===== src/source/t07_defines.svh =====
`ifndef T07_DEFINES_SVH
`define T07_DEFINES_SVH

// active frame, one pixel per clock
`define T07_H_ACTIVE      320 // visible columns
`define T07_V_ACTIVE      240 // visible rows

// heart column placement
`define T07_HEART_X       260 // left column of every heart box
`define T07_HEART_Y       200 // top row of heart 1
`define T07_HEART_SPACING 30  // heart k sits this far above heart k-1
`define T07_HEART_SIZE    21  // square sprite box edge

`define T07_MAX_LIVES     3   // count after reset or restart

`endif


===== src/source/t07_pkg.sv =====
package t07_pkg;

  // one screen position as produced by the scanner
  typedef struct packed {
    logic [8:0] x; // column 0..319
    logic [7:0] y; // row 0..239
  } pixelCoord_t;

  // game progress as seen by the overlay
  typedef enum logic {
    statePlay = 1'b0, // lives left, hits counted
    stateOver = 1'b1  // out of lives, hits ignored
  } gameState_t;

endpackage


===== src/source/t07_pixelScan.sv =====
`timescale 1ns/1ps
`include "t07_defines.svh"

module t07_pixelScan (
  input  logic                 clk,
  input  logic                 nrst,
  output t07_pkg::pixelCoord_t scanPos,
  output logic                 frameEnd
);

  logic [8:0] col;
  logic [8:0] colNext;
  logic [7:0] row;
  logic [7:0] rowNext;
  logic       lastCol;
  logic       lastRow;

  assign lastCol = (col == 9'(`T07_H_ACTIVE - 1)); // column 319
  assign lastRow = (row == 8'(`T07_V_ACTIVE - 1)); // row 239

  // raster order, left to right then top to bottom
  always_comb begin
    colNext = col + 9'd1;
    rowNext = row;
    if (lastCol) begin
      colNext = '0;
      if (lastRow) begin
        rowNext = '0; // back to the top left corner
      end else begin
        rowNext = row + 8'd1;
      end
    end
  end

  always_ff @(posedge clk) begin
    if (!nrst) begin
      col <= '0;
      row <= '0;
    end else begin
      col <= colNext;
      row <= rowNext;
    end
  end

  assign scanPos.x = col;
  assign scanPos.y = row;

  // last pixel of the frame, single cycle
  assign frameEnd = lastCol && lastRow;

endmodule


===== src/source/t07_livesTracker.sv =====
`timescale 1ns/1ps
`include "t07_defines.svh"

module t07_livesTracker (
  input  logic       clk,
  input  logic       nrst,
  input  logic       hit,
  input  logic       restart,
  input  logic       frameEnd,
  output logic [1:0] lives,
  output logic       gameOver
);

  t07_pkg::gameState_t state;
  t07_pkg::gameState_t stateNext;
  logic [1:0]          livesNext;
  logic                pending;
  logic                pendingNext;
  logic                hitAccept;
  logic                lastLife;

  assign hitAccept = hit && (state == t07_pkg::statePlay); // dead players take no hits
  assign lastLife  = (lives == 2'd1);

  // a hit only waits here; the count moves at the frame boundary so
  // every frame is drawn with one value
  always_comb begin
    stateNext   = state;
    livesNext   = lives;
    pendingNext = pending || hitAccept; // repeated hits collapse
    if (restart) begin
      stateNext   = t07_pkg::statePlay; // wins over frameEnd
      livesNext   = 2'(`T07_MAX_LIVES);
      pendingNext = 1'b0;
    end else if (frameEnd && pending) begin
      livesNext   = lives - 2'd1;
      pendingNext = hitAccept && !lastLife; // hit on the boundary waits a frame
      if (lastLife) begin
        stateNext = t07_pkg::stateOver;
      end
    end
  end

  always_ff @(posedge clk) begin
    if (!nrst) begin
      state   <= t07_pkg::statePlay;
      lives   <= 2'(`T07_MAX_LIVES);
      pending <= 1'b0;
    end else begin
      state   <= stateNext;
      lives   <= livesNext;
      pending <= pendingNext;
    end
  end

  assign gameOver = (state == t07_pkg::stateOver);

endmodule


===== src/source/t07_generate_heart.sv =====
`timescale 1ns/1ps
`include "t07_defines.svh"

module t07_generate_heart (
  input  logic                 clk,
  input  logic                 nrst,
  input  t07_pkg::pixelCoord_t scanPos,
  input  logic [1:0]           lives,
  output logic                 heartPixel
);

  logic heartDetect;

  // inclusive column span test inside the sprite box
  function automatic logic inSpan(
    input logic [4:0] c,
    input logic [4:0] lo,
    input logic [4:0] hi
  );
    return (c >= lo) && (c <= hi);
  endfunction

  // sprite shape, r and c are offsets inside the 21x21 box
  function automatic logic heartShape(
    input logic [4:0] r,
    input logic [4:0] c,
    input logic       cracked
  );
    logic       lit;
    logic [4:0] lo1;
    logic [4:0] hi1;
    logic [4:0] lo2;
    logic [4:0] hi2;
    lit = 1'b0;
    lo1 = 5'd31; // empty spans unless a row sets them
    hi1 = 5'd0;
    lo2 = 5'd31;
    hi2 = 5'd0;
    if (r <= 5'd8) begin
      lit = inSpan(c, 5'd10 - r, 5'd10 + r); // top point widening downward
    end else if (r == 5'd19) begin
      lit = inSpan(c, 5'd3, 5'd8) || inSpan(c, 5'd12, 5'd17);
    end else if (r == 5'd20) begin
      lit = inSpan(c, 5'd5, 5'd7) || inSpan(c, 5'd13, 5'd15);
    end else if (!cracked) begin
      case (r)
        5'd9, 5'd10, 5'd16, 5'd17: begin
          lit = inSpan(c, 5'd1, 5'd19);
        end
        5'd18: begin
          lit = inSpan(c, 5'd2, 5'd9) || inSpan(c, 5'd11, 5'd18);
        end
        default: begin
          lit = inSpan(c, 5'd0, 5'd20); // rows 11 to 15, full width
        end
      endcase
    end else begin
      // zigzag gap running down the middle of the fill
      case (r)
        5'd9: begin
          lo1 = 5'd1;
          hi1 = 5'd10;
          lo2 = 5'd12;
          hi2 = 5'd19;
        end
        5'd10: begin
          lo1 = 5'd1;
          hi1 = 5'd9;
          lo2 = 5'd12;
          hi2 = 5'd19;
        end
        5'd11: begin
          lo1 = 5'd0;
          hi1 = 5'd9;
          lo2 = 5'd11;
          hi2 = 5'd20;
        end
        5'd12, 5'd14: begin
          lo1 = 5'd0;
          hi1 = 5'd8;
          lo2 = 5'd11;
          hi2 = 5'd20;
        end
        5'd13: begin
          lo1 = 5'd0;
          hi1 = 5'd7;
          lo2 = 5'd10;
          hi2 = 5'd20;
        end
        5'd15: begin
          lo1 = 5'd0;
          hi1 = 5'd9;
          lo2 = 5'd12;
          hi2 = 5'd20;
        end
        5'd16: begin
          lo1 = 5'd1;
          hi1 = 5'd10;
          lo2 = 5'd13;
          hi2 = 5'd19;
        end
        5'd17: begin
          lo1 = 5'd1;
          hi1 = 5'd9;
          lo2 = 5'd12;
          hi2 = 5'd19;
        end
        5'd18: begin
          lo1 = 5'd2;
          hi1 = 5'd8;
          lo2 = 5'd11;
          hi2 = 5'd18;
        end
        default: begin
          lo1 = 5'd31; // outside the fill band
        end
      endcase
      lit = inSpan(c, lo1, hi1) || inSpan(c, lo2, hi2);
    end
    return lit;
  endfunction

  // three boxes stacked upward from heart 1
  always_comb begin
    logic [7:0] boxTop;
    logic [7:0] rowOff;
    logic [8:0] colOff;
    logic       inBox;
    logic       cracked;
    heartDetect = 1'b0;
    colOff      = scanPos.x - 9'(`T07_HEART_X); // wraps high left of the box
    for (int k = 0; k < 3; k++) begin
      boxTop  = 8'(`T07_HEART_Y - k * `T07_HEART_SPACING);
      rowOff  = scanPos.y - boxTop;
      inBox   = (colOff < 9'(`T07_HEART_SIZE)) && (rowOff < 8'(`T07_HEART_SIZE));
      cracked = (2'(k + 1) > lives); // heart 3 goes first
      heartDetect = heartDetect
                    || (inBox && heartShape(rowOff[4:0], colOff[4:0], cracked));
    end
  end

  always_ff @(posedge clk) begin
    if (!nrst) begin
      heartPixel <= 1'b0;
    end else begin
      heartPixel <= heartDetect; // one clock behind scanPos
    end
  end

endmodule


===== src/source/t07_heartDisplay.sv =====
`timescale 1ns/1ps

module t07_heartDisplay (
  input  logic                 clk,
  input  logic                 nrst,
  input  logic                 hit,
  input  logic                 restart,
  output t07_pkg::pixelCoord_t scanPos,
  output logic                 heartPixel,
  output logic [1:0]           lives,
  output logic                 gameOver
);

  logic frameEnd; // last pixel strobe to the tracker

  t07_pixelScan scanner (
    .clk      (clk),
    .nrst     (nrst),
    .scanPos  (scanPos),
    .frameEnd (frameEnd)
  );

  // count only moves at frame boundaries
  t07_livesTracker tracker (
    .clk      (clk),
    .nrst     (nrst),
    .hit      (hit),
    .restart  (restart),
    .frameEnd (frameEnd),
    .lives    (lives),
    .gameOver (gameOver)
  );

  t07_generate_heart renderer (
    .clk        (clk),
    .nrst       (nrst),
    .scanPos    (scanPos),
    .lives      (lives),
    .heartPixel (heartPixel)
  );

endmodule


===== config.mk =====
export PLATFORM = sky130hd
export DESIGN_NAME = t07_heartDisplay
export DESIGN_NICKNAME = d
export VERILOG_FILES = /design/src/source/t07_pkg.sv /design/src/source/t07_pixelScan.sv /design/src/source/t07_livesTracker.sv /design/src/source/t07_generate_heart.sv /design/src/source/t07_heartDisplay.sv
export VERILOG_INCLUDE_DIRS = /design/src /design/src/source
export SDC_FILE = /design/constraint.sdc
export NUM_CORES = 1
export LEC_CHECK = 0
export ABC_AREA = 1
export ABC_CLOCK_PERIOD_IN_PS = 8500
export BUFFER_PORTS_ARGS = -buffer_cell sky130_fd_sc_hd__buf_4
export CAP_MARGIN = 20
export CORE_UTILIZATION = 50
export CTS_CLUSTER_SIZE = 8
export DETAILED_ROUTE_END_ITERATION = 10
export PLACE_DENSITY = 0.67
export SLEW_MARGIN = 5
export SYNTH_ARGS = -nofsm -noshare
export SYNTH_HDL_FRONTEND = slang
export SYNTH_SLANG_ARGS = --single-unit

===== constraint.sdc =====
create_clock -name clk -period 8.5 [get_ports clk]
set_input_delay 1.7 -clock clk [delete_from_list [all_inputs] [get_ports clk]]
set_output_delay 1.7 -clock clk [all_outputs]
set_load 0.01 [all_outputs]

==> flow_summary.toml <==
[cells_and_area]
drive_gt1_frac = 0.106
area_delta_synth_final_pct = 6.85
fin_area_mm2 = 0.00527
fin_nets = 901
antenna_cells = 0

[yosys]
yosys_warnings = 0
yosysTopAreaCellShare = 0.271
synth_cell_types = 47
syn-num-nets = 881
synth_top_cells_by_area = "ha_1 (27%), nand2_1 (11%), dfxtp_1 (8.9%)"
syn_area_mm2 = 0.00493
yosysMostFrequentCell = "nand2_1"
yosys.area.top_type = "ha_1"
avgSynthCellArea_um2 = 6.41
synth-edff-count = 0
async_reset_ff_frac = 0
yosys_register_bits = 22
synth-seq-area-share = 0.0893
syn_inst = 770
synth-main-ff-cell = "dfxtp_1"
synthTopCellsByCount = "nand2_1 (146), inv_1 (116), ha_1 (107)"

[worst_setup_path]
critical_path.slowest_cell = "dfxtp_1"
cp.arrival_ns = 4.57
crit_fanout = 15
cp-start-kind = "flop"
required_ns = 8.67
end_kind = "flop"
critical_path_class = "reg2reg"
slowest_delay_ns = 0.73
cp_common_cell = "nand2_1"

[place]
portBuffers = 24
gp_congestion = 1.02
place_area_mm2 = 0.00520
hpwl_um = 10900
preCtsSetupSlack_ns = 4.19

[floorplan]
initial_core_util = 0.524
io-pin-count = 25
coreArea_mm2 = 0.00942
rows = 35
die_h_um = 101
fp.dieW_um = 101
die_area_mm2 = 0.0103

[clock_network]
cts_setup_buffers = 0
cts_buffers = 3
cts_tree = "done"
cts.clk_slew.worst_paths_ns = 0.10
cts_root_buf = "clkbuf_8"
h-tree-depth = 1
cts.sinks = 22
ctsResizeCount = 0
clock_path_buffers = 2
holdBufCountCts = 0
clock_latency_ns = 0.28

[timing]
fin_crit_ns = 4.39
setup_viol = 0
setup_tns_ns = 0
fin_crit_sh = 0.517
setup_ws_ns = 4.11
tightestPinTransition_ns = 1.02
rsz0062_at_grt = "no"
final.setup_skew_ns = 0.0110
slew_headroom = 0.316
hold_viol = 0
timing.fmax_mhz = 228
final-max-slew-violation-count = 0

[global_routing]
grt_remaining_overflow = 0
gr-usage-all-layers = 0.277
grt_max_degree = 26
antenna_found_initial = 0
grt_pass1_vias = 4812
grt_pass1_wl_um = 22800

[detailed_routing]
vias = 5130
viasPerCell = 5.59
routed_wl_um = 13800
drt_iter0_drc = 286
drtPass1Iterations = 5
wl_per_cell_um = 15.1
antenna_left = 0
drc = 0

[outcome]
status = "completed"

[flow_run]
maxCapViolCount = 0

[power_and_ir_drop]
vdd_drop_max_v = 0.000105
p_leak_uw = 0.00275
power.density_mw_per_mm2 = 59.1

[hold_path]
min_path_type = "reg2reg"
[flip-flops by register name (all words and copies together) (netlist names)]
register	cells
scanner.col	9
renderer.heartPixel	1
scanner.row	8
tracker.lives	2
tracker.pending	1
tracker.gameOver	1
[critical path: cells and delay by family, from the launching register on]
kind                       cells  cell delay (ns)
DFF                            1             0.73
AOI/OAI and AO/OA              4             0.43
buffers and inverters          5             0.97
and+or+nand+nor               14             1.31
adders and majority gates      2             0.87
[cells by family (layout without fill, tap and decap cells)]
group	Yosys count	count (layout)	share of synthesized area
adder cells (fa/ha/maj)	107	107	0.271
AO/OA/AOI/OAI	114	114	0.134
flip-flops	22	22	0.0893
XOR/XNOR	20	20	0.0355
AND/OR/NAND/NOR	367	367	0.353
buffers and inverters	140	159	0.116
[cell usage in the layout (no fill, tap or decap), drive strengths merged, types with 2 or more instances in the layout]
cell | netlist | layout
nand3 | 38 | 38
xnor2 | 6 | 6
o31ai | 2 | 2
nor3b | 3 | 3
o21ai | 33 | 33
nand4 | 34 | 34
a21o | 3 | 3
nand2 | 165 | 165
nor2 | 98 | 98
dfxtp | 22 | 22
ha | 107 | 107
xor2 | 14 | 14
buf | 9 | 25
inv | 129 | 129
a21oi | 55 | 55
nor4 | 7 | 7
o2111ai | 3 | 3
o21bai | 5 | 5
nor3 | 20 | 20
o211ai | 2 | 2
clkbuf | 1 | 3
nand3b | 2 | 2
a32oi | 3 | 3
[metal layers]
metal,up-vias,wire length (µm),GRT usage
li1,2603,-,-
met1,2369,6430,0.359
met2,133,6560,0.495
met3,25,528,0.0159
met4,0,314,0.0814
met5,-,0,0
[through the flow]
| step | utilization | cells | total power (µW) | hold WS, ns |
|---|---|---|---|---|
| 2_1_floorplan | - | 770 | 180 | 0.452 |
| 3_3_place_gp | 0.552 | 914 | 204 | 0.462 |
| 3_5_place_dp | 0.552 | 914 | 209 | 0.471 |
| 4_1_cts | 0.560 | 918 | 311 | 0.485 |
| 5_1_grt | 0.560 | 918 | 330 | 0.504 |
| 6_report | 0.560 | 918 | 312 | 0.479 |
[worst paths after layout]
| path | from | endpoint | slack, ns | cells past startpoint |
|---|---|---|---|---|
| worst max register to register | scanner.row[1]$_SDFFE_PN0N_ | renderer.heartPixel$_SDFF_PN0_ | 4.11 | 25 |
| worst min-delay path | tracker.pending$_SDFF_PP0_ | tracker.pending$_SDFF_PP0_ | 0.48 | 2 |
| worst min register to register | tracker.pending$_SDFF_PP0_ | tracker.pending$_SDFF_PP0_ | 0.48 | 2 |
| worst max-delay path | scanner.row[1]$_SDFFE_PN0N_ | renderer.heartPixel$_SDFF_PN0_ | 4.11 | 25 |
[area by class of cell]
| cell class | count | area, µm² |
|---|---|---|
| fillers | 946 | 4140 |
| multi-input cells | 608 | 3920 |
| inverters | 130 | 490 |
| flip-flops and latches | 22 | 440 |
| repair buffers | 25 | 188 |
| well taps | 129 | 161 |
| clock buffers | 3 | 41.3 |
| clock inverters | 1 | 30.0 |
[where the power goes]
part | switching, µW | internal, µW
Combinational | 65.9 | 35.1
Clock | 40.9 | 63.0
Sequential | 2.45 | 104
Total | 109 | 203
No activity file was read; power rests on OpenSTA's default activity.
